[config.mk]
export PLATFORM = sky130hd
export DESIGN_NAME = decodeStage
export DESIGN_NICKNAME = d
export VERILOG_FILES = /design/src/hdl/mipsPkg.sv /design/src/hdl/decodeStage.sv /design/src/hdl/idExReg.sv /design/src/hdl/branchUnit.sv /design/src/hdl/decodeCtrl.sv /design/src/hdl/operandFwd.sv /design/src/hdl/regFile.sv
export SDC_FILE = /design/constraint.sdc
export NUM_CORES = 2
export LEC_CHECK = 0
export ABC_AREA = 1
export BUFFER_PORTS_ARGS = -buffer_cell sky130_fd_sc_hd__buf_2
export CORE_MARGIN = 5
export CORE_UTILIZATION = 35
export DETAILED_ROUTE_END_ITERATION = 10
export PLACE_DENSITY_LB_ADDON = 0.2
export SLEW_MARGIN = 20
export SYNTH_ARGS = -nofsm -noshare
export SYNTH_HDL_FRONTEND = slang
export SYNTH_SLANG_ARGS = --single-unit
[constraint.sdc]
create_clock -name clk -period 8.2 [get_ports clk]
set_input_delay 0.82 -clock clk [delete_from_list [all_inputs] [get_ports clk]]
set_output_delay 0.82 -clock clk [all_outputs]
set_load 0.05 [all_outputs]
[src/hdl/mipsPkg.sv]
`default_nettype none

package mipsPkg;

	////////////////////////////////////////
	// Widths
	////////////////////////////////////////
	localparam int dataWidth    = 32;
	localparam int regAddrWidth = 5;

	////////////////////////////////////////
	// Opcode and funct codes
	////////////////////////////////////////
	// Primary opcode, bits 31:26
	localparam logic [5:0] opRtype  = 6'h00;
	localparam logic [5:0] opRegimm = 6'h01;
	localparam logic [5:0] opJ      = 6'h02;
	localparam logic [5:0] opJal    = 6'h03;
	localparam logic [5:0] opBeq    = 6'h04;
	localparam logic [5:0] opBne    = 6'h05;
	localparam logic [5:0] opOri    = 6'h0d;
	localparam logic [5:0] opLui    = 6'h0f;
	localparam logic [5:0] opLw     = 6'h23;
	localparam logic [5:0] opSw     = 6'h2b;

	// R-type funct, bits 5:0
	localparam logic [5:0] fnAddu = 6'h21;
	localparam logic [5:0] fnSubu = 6'h23;
	localparam logic [5:0] fnJr   = 6'h08;
	localparam logic [5:0] fnMult = 6'h18;
	localparam logic [5:0] fnDiv  = 6'h1a;

	// REGIMM sub-op lives in rt
	localparam logic [4:0] rtBltz = 5'h00;
	localparam logic [4:0] rtBgez = 5'h01;

	////////////////////////////////////////
	// Select encodings
	////////////////////////////////////////
	// Operand source, 3 is illegal
	localparam logic [1:0] fwdReg    = 2'd0;
	localparam logic [1:0] fwdResult = 2'd1;
	localparam logic [1:0] fwdWb     = 2'd2;

	// Immediate extension mode
	localparam logic [1:0] extZero  = 2'd0;
	localparam logic [1:0] extSign  = 2'd1;
	localparam logic [1:0] extUpper = 2'd2;

	// Next-PC source
	localparam logic [1:0] pcSeq    = 2'd0;
	localparam logic [1:0] pcBranch = 2'd1;
	localparam logic [1:0] pcJump   = 2'd2;
	localparam logic [1:0] pcReg    = 2'd3;

	// Branch condition class
	localparam logic [2:0] brNone = 3'd0;
	localparam logic [2:0] brEq   = 3'd1;
	localparam logic [2:0] brNe   = 3'd2;
	localparam logic [2:0] brLtz  = 3'd3;
	localparam logic [2:0] brGez  = 3'd4;

	////////////////////////////////////////
	// Instruction word views
	////////////////////////////////////////
	typedef struct packed {
		logic [5:0] op;
		logic [4:0] rs;
		logic [4:0] rt;
		logic [4:0] rd;
		logic [4:0] shamt;
		logic [5:0] funct;
	} rFields;

	typedef struct packed {
		logic [5:0]  op;
		logic [4:0]  rs;
		logic [4:0]  rt;
		logic [15:0] imm16;
	} iFields;

	typedef struct packed {
		logic [5:0]  op;
		logic [25:0] index26;
	} jFields;

	// Same 32 bits, three formats
	typedef union packed {
		rFields r;
		iFields i;
		jFields j;
	} instrWord;

endpackage

`default_nettype wire
[src/hdl/decodeStage.sv]
`default_nettype none

module decodeStage (
	input  logic                                clk,
	input  logic                                rstN,
	input  mipsPkg::instrWord                   instrD,
	input  logic [mipsPkg::dataWidth-1:0]       pcD,
	input  logic [mipsPkg::regAddrWidth-1:0]    wbAddr,
	input  logic [mipsPkg::dataWidth-1:0]       wbData,
	input  logic                                regWrite,
	input  logic [mipsPkg::dataWidth-1:0]       resultM,
	input  logic [1:0]                          fwdSelA,
	input  logic [1:0]                          fwdSelB,
	input  logic                                idExClr,
	output logic [1:0]                          pcSel,
	output logic [mipsPkg::dataWidth-1:0]       pcJump,
	output logic [mipsPkg::dataWidth-1:0]       pcReg,
	output logic [mipsPkg::dataWidth-1:0]       pcBranch,
	output logic [mipsPkg::dataWidth-1:0]       pcE,
	output mipsPkg::instrWord                   instrE,
	output logic [mipsPkg::dataWidth-1:0]       opAE,
	output logic [mipsPkg::dataWidth-1:0]       opBE,
	output logic [mipsPkg::dataWidth-1:0]       immE,
	output logic                                mdStartE
);

	logic [mipsPkg::dataWidth-1:0] rd1;
	logic [mipsPkg::dataWidth-1:0] rd2;
	logic [mipsPkg::dataWidth-1:0] opA;
	logic [mipsPkg::dataWidth-1:0] opB;
	logic [mipsPkg::dataWidth-1:0] immExt;
	logic [2:0]                    brClass;
	logic                          mdStart;

	////////////////////////////////////////
	// Operand path
	////////////////////////////////////////
	regFile rf (
		.clk(clk), .rstN(rstN),
		.rs(instrD.r.rs), .rt(instrD.r.rt),
		.wbAddr(wbAddr), .wbData(wbData), .regWrite(regWrite),
		.rd1(rd1), .rd2(rd2)
	);

	// Stale register values replaced here
	operandFwd fwd (
		.clk(clk), .fwdSelA(fwdSelA), .fwdSelB(fwdSelB),
		.rd1(rd1), .rd2(rd2), .resultM(resultM), .wbData(wbData),
		.opA(opA), .opB(opB)
	);

	////////////////////////////////////////
	// Control and branch resolution
	////////////////////////////////////////
	decodeCtrl ctrl (
		.instr(instrD), .extOp(), .immExt(immExt),
		.brClass(brClass), .mdStart(mdStart)
	);

	branchUnit branch (
		.instr(instrD), .pc(pcD), .opA(opA), .opB(opB),
		.immExt(immExt), .brClass(brClass), .pcSel(pcSel),
		.pcJump(pcJump), .pcReg(pcReg), .pcBranch(pcBranch)
	);

	// Into EX
	idExReg idEx (
		.clk(clk), .rstN(rstN), .idExClr(idExClr),
		.pcD(pcD), .instrD(instrD), .opA(opA), .opB(opB),
		.immExt(immExt), .mdStart(mdStart),
		.pcE(pcE), .instrE(instrE), .opAE(opAE), .opBE(opBE),
		.immE(immE), .mdStartE(mdStartE)
	);

endmodule

`default_nettype wire

[src/hdl/idExReg.sv]
`default_nettype none

module idExReg (
	input  logic                            clk,
	input  logic                            rstN,
	input  logic                            idExClr,
	input  logic [mipsPkg::dataWidth-1:0]   pcD,
	input  mipsPkg::instrWord               instrD,
	input  logic [mipsPkg::dataWidth-1:0]   opA,
	input  logic [mipsPkg::dataWidth-1:0]   opB,
	input  logic [mipsPkg::dataWidth-1:0]   immExt,
	input  logic                            mdStart,
	output logic [mipsPkg::dataWidth-1:0]   pcE,
	output mipsPkg::instrWord               instrE,
	output logic [mipsPkg::dataWidth-1:0]   opAE,
	output logic [mipsPkg::dataWidth-1:0]   opBE,
	output logic [mipsPkg::dataWidth-1:0]   immE,
	output logic                            mdStartE
);

	////////////////////////////////////////
	// ID/EX stage register
	////////////////////////////////////////
	always_ff @(posedge clk) begin
		// Flush wins over new data
		// All-zero instruction decodes as nop
		if (!rstN || idExClr) begin
			pcE      <= '0;
			instrE   <= '0;
			opAE     <= '0;
			opBE     <= '0;
			immE     <= '0;
			mdStartE <= 1'b0;
		end else begin
			// Decode results for EX
			pcE      <= pcD;
			instrE   <= instrD;
			opAE     <= opA;
			opBE     <= opB;
			immE     <= immExt;
			// mul/div unit start, one pulse per instruction
			mdStartE <= mdStart;
		end
	end

endmodule

`default_nettype wire

[src/hdl/branchUnit.sv]
`default_nettype none

module branchUnit (
	input  mipsPkg::instrWord               instr,
	input  logic [mipsPkg::dataWidth-1:0]   pc,
	input  logic [mipsPkg::dataWidth-1:0]   opA,
	input  logic [mipsPkg::dataWidth-1:0]   opB,
	input  logic [mipsPkg::dataWidth-1:0]   immExt,
	input  logic [2:0]                      brClass,
	output logic [1:0]                      pcSel,
	output logic [mipsPkg::dataWidth-1:0]   pcJump,
	output logic [mipsPkg::dataWidth-1:0]   pcReg,
	output logic [mipsPkg::dataWidth-1:0]   pcBranch
);

	logic [mipsPkg::dataWidth-1:0] pcPlus4;
	logic                          aEqB;
	logic                          aNeg;
	logic                          takeBranch;
	logic                          isJump;
	logic                          isJr;

	////////////////////////////////////////
	// Targets
	////////////////////////////////////////
	assign pcPlus4  = pc + 32'd4;
	// Region bits from pc+4, word index below
	assign pcJump   = {pcPlus4[31:28], instr.j.index26, 2'b00};
	assign pcReg    = opA;
	// Word offset
	assign pcBranch = pcPlus4 + {immExt[mipsPkg::dataWidth-3:0], 2'b00};

	////////////////////////////////////////
	// Condition and select
	////////////////////////////////////////
	// Compare on forwarded values
	assign aEqB = (opA == opB);
	assign aNeg = opA[mipsPkg::dataWidth-1];

	always_comb begin
		case (brClass)
			mipsPkg::brEq:  takeBranch = aEqB;
			mipsPkg::brNe:  takeBranch = !aEqB;
			mipsPkg::brLtz: takeBranch = aNeg;
			mipsPkg::brGez: takeBranch = !aNeg;
			default:        takeBranch = 1'b0;
		endcase
	end

	assign isJump = (instr.j.op == mipsPkg::opJ) || (instr.j.op == mipsPkg::opJal);
	assign isJr   = (instr.r.op == mipsPkg::opRtype) && (instr.r.funct == mipsPkg::fnJr);

	// Jumps first, then jr, then a taken branch
	assign pcSel = isJump     ? mipsPkg::pcJump :
	               isJr       ? mipsPkg::pcReg :
	               takeBranch ? mipsPkg::pcBranch : mipsPkg::pcSeq;

endmodule

`default_nettype wire

[src/hdl/decodeCtrl.sv]
`default_nettype none

module decodeCtrl (
	input  mipsPkg::instrWord               instr,
	output logic [1:0]                      extOp,
	output logic [mipsPkg::dataWidth-1:0]   immExt,
	output logic [2:0]                      brClass,
	output logic                            mdStart
);

	logic [15:0] imm16;

	assign imm16 = instr.i.imm16;

	////////////////////////////////////////
	// Opcode decode
	////////////////////////////////////////
	always_comb begin
		// Defaults cover nop and unsupported codes
		extOp   = mipsPkg::extZero;
		brClass = mipsPkg::brNone;
		mdStart = 1'b0;
		case (instr.r.op)
			mipsPkg::opRtype: begin
				// funct picks the ALU or mul/div op
				case (instr.r.funct)
					mipsPkg::fnMult,
					mipsPkg::fnDiv: mdStart = 1'b1;
					mipsPkg::fnAddu,
					mipsPkg::fnSubu,
					mipsPkg::fnJr:  extOp = mipsPkg::extZero;
					default:        mdStart = 1'b0;
				endcase
			end
			mipsPkg::opRegimm: begin
				// Sub-op sits in rt
				extOp = mipsPkg::extSign;
				case (instr.i.rt)
					mipsPkg::rtBltz: brClass = mipsPkg::brLtz;
					mipsPkg::rtBgez: brClass = mipsPkg::brGez;
					default:         brClass = mipsPkg::brNone;
				endcase
			end
			mipsPkg::opBeq: begin
				extOp   = mipsPkg::extSign;
				brClass = mipsPkg::brEq;
			end
			mipsPkg::opBne: begin
				extOp   = mipsPkg::extSign;
				brClass = mipsPkg::brNe;
			end
			// Address offsets are signed
			mipsPkg::opLw,
			mipsPkg::opSw:  extOp = mipsPkg::extSign;
			mipsPkg::opLui: extOp = mipsPkg::extUpper;
			// logical immediates stay unsigned
			mipsPkg::opOri: extOp = mipsPkg::extZero;
			default:        extOp = mipsPkg::extZero;
		endcase
	end

	////////////////////////////////////////
	// Immediate extender
	////////////////////////////////////////
	always_comb begin
		case (extOp)
			mipsPkg::extSign:
				immExt = {{(mipsPkg::dataWidth-16){imm16[15]}}, imm16};
			// lui puts imm16 in the high half
			mipsPkg::extUpper:
				immExt = {imm16, {(mipsPkg::dataWidth-16){1'b0}}};
			default:
				immExt = {{(mipsPkg::dataWidth-16){1'b0}}, imm16};
		endcase
	end

endmodule

`default_nettype wire

[src/hdl/operandFwd.sv]
`default_nettype none

module operandFwd (
	input  logic                            clk,
	input  logic [1:0]                      fwdSelA,
	input  logic [1:0]                      fwdSelB,
	input  logic [mipsPkg::dataWidth-1:0]   rd1,
	input  logic [mipsPkg::dataWidth-1:0]   rd2,
	input  logic [mipsPkg::dataWidth-1:0]   resultM,
	input  logic [mipsPkg::dataWidth-1:0]   wbData,
	output logic [mipsPkg::dataWidth-1:0]   opA,
	output logic [mipsPkg::dataWidth-1:0]   opB
);

	// Three-way source pick, shared by both operands
	function automatic logic [mipsPkg::dataWidth-1:0] pickOperand(
		input logic [1:0]                    sel,
		input logic [mipsPkg::dataWidth-1:0] regVal,
		input logic [mipsPkg::dataWidth-1:0] exMemVal,
		input logic [mipsPkg::dataWidth-1:0] wbVal
	);
		case (sel)
			mipsPkg::fwdResult: pickOperand = exMemVal;
			mipsPkg::fwdWb:     pickOperand = wbVal;
			default:            pickOperand = regVal;
		endcase
	endfunction

	// rs side and rt side
	assign opA = pickOperand(fwdSelA, rd1, resultM, wbData);
	assign opB = pickOperand(fwdSelB, rd2, resultM, wbData);

	// Hazard unit never sends code 3
	fwdSelALegal: assert property (@(posedge clk) fwdSelA != 2'd3)
		else $error("operandFwd: fwdSelA carries illegal code 3");
	fwdSelBLegal: assert property (@(posedge clk) fwdSelB != 2'd3)
		else $error("operandFwd: fwdSelB carries illegal code 3");

endmodule

`default_nettype wire

[src/hdl/regFile.sv]
`default_nettype none

module regFile (
	input  logic                                clk,
	input  logic                                rstN,
	input  logic [mipsPkg::regAddrWidth-1:0]    rs,
	input  logic [mipsPkg::regAddrWidth-1:0]    rt,
	input  logic [mipsPkg::regAddrWidth-1:0]    wbAddr,
	input  logic [mipsPkg::dataWidth-1:0]       wbData,
	input  logic                                regWrite,
	output logic [mipsPkg::dataWidth-1:0]       rd1,
	output logic [mipsPkg::dataWidth-1:0]       rd2
);

	// 32 words, entry 0 never written
	logic [mipsPkg::dataWidth-1:0] regs [0:(1 << mipsPkg::regAddrWidth)-1];

	////////////////////////////////////////
	// Write port
	////////////////////////////////////////
	always_ff @(posedge clk) begin
		if (!rstN) begin
			// Whole file back to zero
			for (int i = 0; i < (1 << mipsPkg::regAddrWidth); i++) begin
				regs[i] <= '0;
			end
		end else if (regWrite && (wbAddr != '0)) begin
			regs[wbAddr] <= wbData;
		end
	end

	////////////////////////////////////////
	// Read ports
	////////////////////////////////////////
	// Combinational, old value during a same-cycle write
	// Hazard unit picks fwdWb for that case
	assign rd1 = (rs == '0) ? '0 : regs[rs];
	assign rd2 = (rt == '0) ? '0 : regs[rt];

	// Writeback must present real data with the enable
	wbDataKnown: assert property (
		@(posedge clk) disable iff (!rstN)
		regWrite |-> !$isunknown(wbData)
	) else $error("regFile: unknown wbData with regWrite high");

endmodule

`default_nettype wire

# After elaboration in Yosys (flattened, before gate mapping)
# Memories as Yosys holds them, arrays and structs flattened.
# Index checks and enable logic that the tools add are counted.
totals:
  register_bits: 161
  latchBits: 0
  ram_bits: 1024
  mem_bits_ro: 0
  input_bits: 141
  output_inout_bits: 259
  word_cells: 68
  memories: 1
classes:
  add_sub_neg: 2
  mul: 0
  div_mod_pow: 0
  order_cmp: 0
  eq_ne: 23
  n_shift: 0
  n_mux: 20
  n_bitwise: 1
  reduce_logical: 15
mem_list:
  columns: ["memory", "words", "word_bits", "read_ports", "rd_clocked_by_memory_dff", "write_ports", "line_no", "text"]
  rows:
  - ["rf.regs", 32, 32, 2, 0, 32, "regFile.sv:16", "logic [mipsPkg::dataWidth-1:0] regs [0:(1 << mipsPkg::regAddrWidth)-1];"]
op_table:
  columns: ["op", "n"]
  rows:
  - ["$pmux W32 S2", 3]
  - ["$mux W32", 3]
  - ["$add A32 B3 Y32 const B", 1]
  - ["$add A32 B32 Y32", 1]
  - ["$eq A32 B32 Y1", 1]
  - ["$reduce_or A32 Y1", 1]
  - ["$eq A6 B2 Y1 const B", 2]
  - ["$eq A6 B3 Y1 const B", 2]
  - ["$eq A6 B4 Y1 const B", 2]
  - ["$eq A6 B5 Y1 const B", 2]
  - ["$eq A6 B6 Y1 const B", 2]
  - ["$logic_not A5 Y1", 2]
  - ["$pmux W3 S3", 1]
  - ["$mux W1", 7]
  - ["$eq A2 B1 Y1 const B", 3]
  - ["$eq A2 B2 Y1 const B", 3]
  - ["$eq A3 B2 Y1 const B", 2]
  - ["$eq A6 B1 Y1 const B", 1]
  - ["$logic_not A6 Y1", 1]
  - ["$pmux W3 S2", 1]
  - ["$eq A5 B1 Y1 const B", 1]
  - ["$mux W5", 1]
  - ["$reduce_bool A5 Y1", 1]
  - ["$reduce_or A5 Y1", 1]
  - ["10 further kinds", 16]

# Logic depth before layout (Yosys ltp)
depth:
  depth_word: 9
  ltp_mapped: 27
  ltp_nobuf: 25

# Hierarchy
# From an unflattened synthesis, not the netlist that was laid out.
unflattened:
  hier_cells: 8926
  hier_area_um2: 67315.8
by_module_without_submodules:
  columns: ["module", "n_inst", "cells_per_inst", "area_per_inst_um2", "seq_area_each_um2"]
  rows:
  - ["regFile", 1, 7255, 56653.1, 30749.5]
  - ["idExReg", 1, 502, 4623.2, 3223.1]
  - ["branchUnit", 1, 627, 3622.2, 0.0]
  - ["operandFwd", 1, 420, 1756.7, 0.0]
  - ["decodeCtrl", 1, 122, 660.6, 0.0]

# Worst setup path after synthesis
# OpenSTA, ideal clock, no wires.
synth_timing:
  kind: "in2out"
  start: "input port instrD[28] (netlist name)"
  end: "output port pcBranch[20] (netlist name)"
  t_arrival_ps: 5167
  setup_slack_ps: 2213
  cell_stages: 24
  path_cell_list: "inv_1 nand3_1 nor2_1 nor4_1 inv_1 ha_1 nor2_1 clkbuf_1 clkbuf_1 nor2_1 ha_1 fa_1 nand3_1 nand2_1 a31oi_1 o21ai_0 a21o_1 nand2_2 nand2_2 nand2_2 nand2_2 nand2_1 nand2_1 xor2_1"
synth_between:
  elab_chain_cells: 6
synth_rtl:
  columns: ["element", "line_no", "text"]
  rows:
  - ["from (decl)", "decodeStage.sv:6", "input mipsPkg::instrWord instrD,"]
  - ["$eq A6 B3 Y1, or another cell as far along", "decodeCtrl.sv:23", "case (instr.r.op)"]
  - ["$reduce_or A5 Y1 (no line)", null, null]
  - ["$pmux W2 S2 *", "decodeCtrl.sv:23", null]
  - ["$eq A2 B2 Y1 / $eq A2 B1 Y1 (equally long branches)", "decodeCtrl.sv:66", "case (extOp)"]
  - ["$pmux W32 S2 *", "decodeCtrl.sv:66", null]
  - ["via branch.immExt (one bit)", "branchUnit.sv:8", "input logic [mipsPkg::dataWidth-1:0] immExt,"]
  - ["$add A32 B32 Y32 *", "branchUnit.sv:31", "assign pcBranch = pcPlus4 + {immExt[mipsPkg::dataWidth-3:0], 2'b00};"]
  - ["to (decl)", "decodeStage.sv:18", "output logic [mipsPkg::dataWidth-1:0] pcBranch,"]
# Mark *: on every way through the listed nets, which the timed path passes. The rest lies on a longest branch.

# Worst setup path in the final report
layout_timing:
  start: "input port instrD[30] (netlist name)"
  end: "output port pcBranch[23] (netlist name)"
# The elaborated chain is that of the path after synthesis.

==> summary.txt <==
Critical path
  • Worst r2r path cells: 10
  • Worst R2R Start: rf.regs[3][1]$_SDFFCE_PN0P_
  • Largest stage delay, worst path: ~680 ps
  • Arrival time at the worst endpoint: 5890 ps
  • Critical Path RT: 7380 ps
  • Reg2reg end: idEx.opAE[1]$_SDFF_PP0_
  • Crit path launch type: input pin
  • Worst path slowest cell: o21ai_0
  • CP endpoint kind: output pin
  • R2R setup slack: ~6000 ps
  • Critical-path cell list: buf_2, nor2_1, nand3_1, nor2_1, nor4_1, inv_1, ha_1, nor2_2, nor2_1, ha_1, nand3_1, nand2_1, a31oi_1, o21ai_2, a21oi_1, o21ai_0, a21oi_1, o21ai_2, nand2_1, nand2_1, xor2_1, buf_2
  • Max FO, Critical Path: 19
  • Worst setup path category: in -> out

STA
  • Final hold violations: 0
  • Final setup TNS: 0 ps
  • Final worst path period share: 81.8%
  • Count of final setup violators: 0
  • RSZ-0062 raised after global routing: no
  • Worst Skew: ~23 ps
  • Worst slew pin tran: approximately 1200 ps
  • Max Freq: 149 MHz
  • Slew Limit Headroom: a little over a fifth
  • Slew Limit Fails: 0
  • Tmin final: 6710 ps

Layout
  • Area growth, synth to finish: 12.4%
  • Register area: 34000 sq um
  • Final core utilization: 39.5%
  • Fillers: 18975
  • Nets: 8902
  • Share of cells above drive strength 1: 10.0%
  • Multi-input combinational cell area: approximately 27000 sq um
  • Final Cell Area: 74100 sq um

Worst hold path
  • Hold EP: idEx.pcE[31]$_SDFF_PP0_
  • HP Class: in -> reg
  • Hold_sp: pcD[31]
  • Hold path cells: 3

Clock tree
  • Cts bufs inserted: 138
  • H-tree Lvls: 4
  • CTS tree: built
  • Clk buf depth: 3
  • Reg clk slew, reported paths: 60 ps
  • Clk sink count: 1185
  • Post-CTS Resized: 0
  • Clk Latency, worst-skew pair: 810 ps
  • Post-CTS setup buffer count: 0
  • # hold bufs at CTS: 0
  • Clock Root Buffer: clkbuf_16

Placement
  • Cell Area, Placed: ~70000 sq um
  • # port buffers: 397
  • Hpwl dp: 173 mm
  • RePlAce Congestion: 0.960

Synth
  • Seq/Total Area, Yosys: between 50% and 60%
  • Synth cell count leaders: nand2_1, nor2_1, nand3_1
  • Post-synth EDFFs: approximately 1000
  • Post-synth top area share: 46.6%
  • Most frequent cell after synthesis: nand2_1
  • Top_reg_cell synth: edfxtp_1
  • FF+latch count, synth: ~1200
  • Netlist cell types: 53
  • Total number of yosys warnings: 0
  • Cell accounting for the most synthesized area: edfxtp_1
  • Post-synthesis cell count: 8656
  • Top cells by area, synth: edfxtp_1, nand2_1, nor2_1
  • Synthesized area: approximately 66000 sq um
  • Async SR Flop Fraction: 0%
  • Post-Syn Area per Cell: between 7 and 8 sq um

GRT
  • Gr usage total: 28.9%
  • First-pass GRT wire length: 421 mm
  • Grt ovf: 0
  • Antenna violations before repair: 7
  • Vias in the first global route: 59604
  • Largest net degree at the start of global routing: ~150

Floorplanning
  • Rows: 159
  • Die Width: 444 um
  • Die height: roughly 440 um
  • Initial core utilization: 35.1%
  • Die ar.: 197000 sq um
  • Io pins: 400
  • Core area: 188000 sq um

Routing
  • Number of DRC markers in iteration 0: 8891
  • DRC violations left: 0
  • DRT antenna net count: 0
  • Avg WL per Cell: 26.2 um
  • Via Count: 63424
  • Vias per cell: around 5.6
  • Initial DRT Pass Iterations: 8
  • Drt total wl: 297 mm

Power and ir drop
  • Max VDD drop: 220 uV
  • PD cells: 212 nW/um^2
  • Leak: 32.5 nW
  • Total power: 15.7 mW

Outcome
  • Outcome: finished, final reports clean

Job
  • Max_cap viols: 0
cell type report:
type,count,share of cell area [%]
Tap cell,2495,4.21
Clock inverter,58,0.655
Inverter,548,2.85
Multi-Input combinational cell,6279,36.5
Timing Repair Buffer,578,4.92
Antenna cell,2,0.00675
Sequential cell,1185,45.9
Clock buffer,189,5.03
worst max-delay path, delay by kind of cell:
kind / cells / cell delay, ps
AND/OR/NAND/NOR: 10 / 1880
AO/OA/AOI/OAI: 6 / 1680
adder cells (fa/ha/maj): 2 / 780
buffers and inverters: 3 / 560
XOR/XNOR: 1 / 140
registers in the layout, summed over array words and instances (netlist names):
signal and cells:
idEx.mdStartE 1, rf.regs 1024, idEx.opBE 32, idEx.pcE 32
idEx.opAE 32, idEx.immE 32, idEx.instrE 32
routing by layer:
layer  global-route usage, %  vias up  share of wire, %
li1                        -    28115                 -
met1                    38.3    30307                39
met2                    44.5     4161                44
met3                    7.35      837                12
met4                    13.2        4               5.0
met5                       0        -            0.0091
per-stage QoR:
step / cells / worst slack, ps / hold WS, ps
after floorplan: 8689 / 2210 / 786
after global placement: 11085 / 1650 / 904
after detailed placement: 11085 / 1670 / 894
after CTS: 11332 / 1660 / 195
after global routing: 11333 / 1140 / 240
final: 11334 / 1490 / 252
how the worst max path moves through the flow:
stage / cells past startpoint / endpoint / from / slack, ps
final: 22 / pcBranch[23] / instrD[30] / 1490
after global routing: 22 / pcBranch[23] / instrD[30] / 1140
after CTS: 22 / pcBranch[23] / instrD[30] / 1660
after detailed placement: 22 / pcBranch[23] / instrD[30] / 1670
after global placement: 22 / pcBranch[23] / instrD[30] / 1650
after floorplan: 24 / pcBranch[20] / instrD[28] / 2210
power breakdown:
part / switching [mW] / internal (mW) / total (mW)
logic: 2.11 / 0.607 / 2.71
clock network: 2.64 / 3.32 / 5.97
registers: 0.157 / 6.87 / 7.03
total: 4.91 / 10.8 / 15.7
kinds of logic (layout without fill, tap and decap cells):
family	Yosys count	in the layout	synth area share (%)
xor+xnor	39	39	0.518
buf+inv	1225	1373	7.98
compound gates	555	555	4.50
fa+ha+maj	31	31	0.600
flops	1185	1185	51.5
other cells	1	36	0.00569
simple gates	5620	5620	34.9
placed cells by master (no fill, tap or decap), types with 4 or more instances in the layout:
master,n
inv_2,7
xnor2_1,9
nand4_1,79
o21ai_0,130
ha_1,30
clkbuf_1,44
nor3_2,4
bufinv_16,4
o21ai_1,15
nand2_1,2773
inv_1,527
nand3_1,1083
clkbuf_8,6
nand2_2,66
clkinv_2,13
inv_6,10
nor3_1,39
a21oi_1,306
nor4_1,5
nor2_4,12
clkinv_1,32
dfxtp_1,161
nand2_4,11
a21o_1,4
o22ai_1,64
nor2_1,1529
clkinv_8,4
o21ai_2,4
conb_1,34
buf_12,20
o21a_1,4
nand3_2,6
o211ai_1,14
xor2_1,30
clkbuf_16,139
buf_4,164
nor2_2,5
edfxtp_1,1024
buf_2,389
Note: power is estimated with default switching activity, not from simulation.
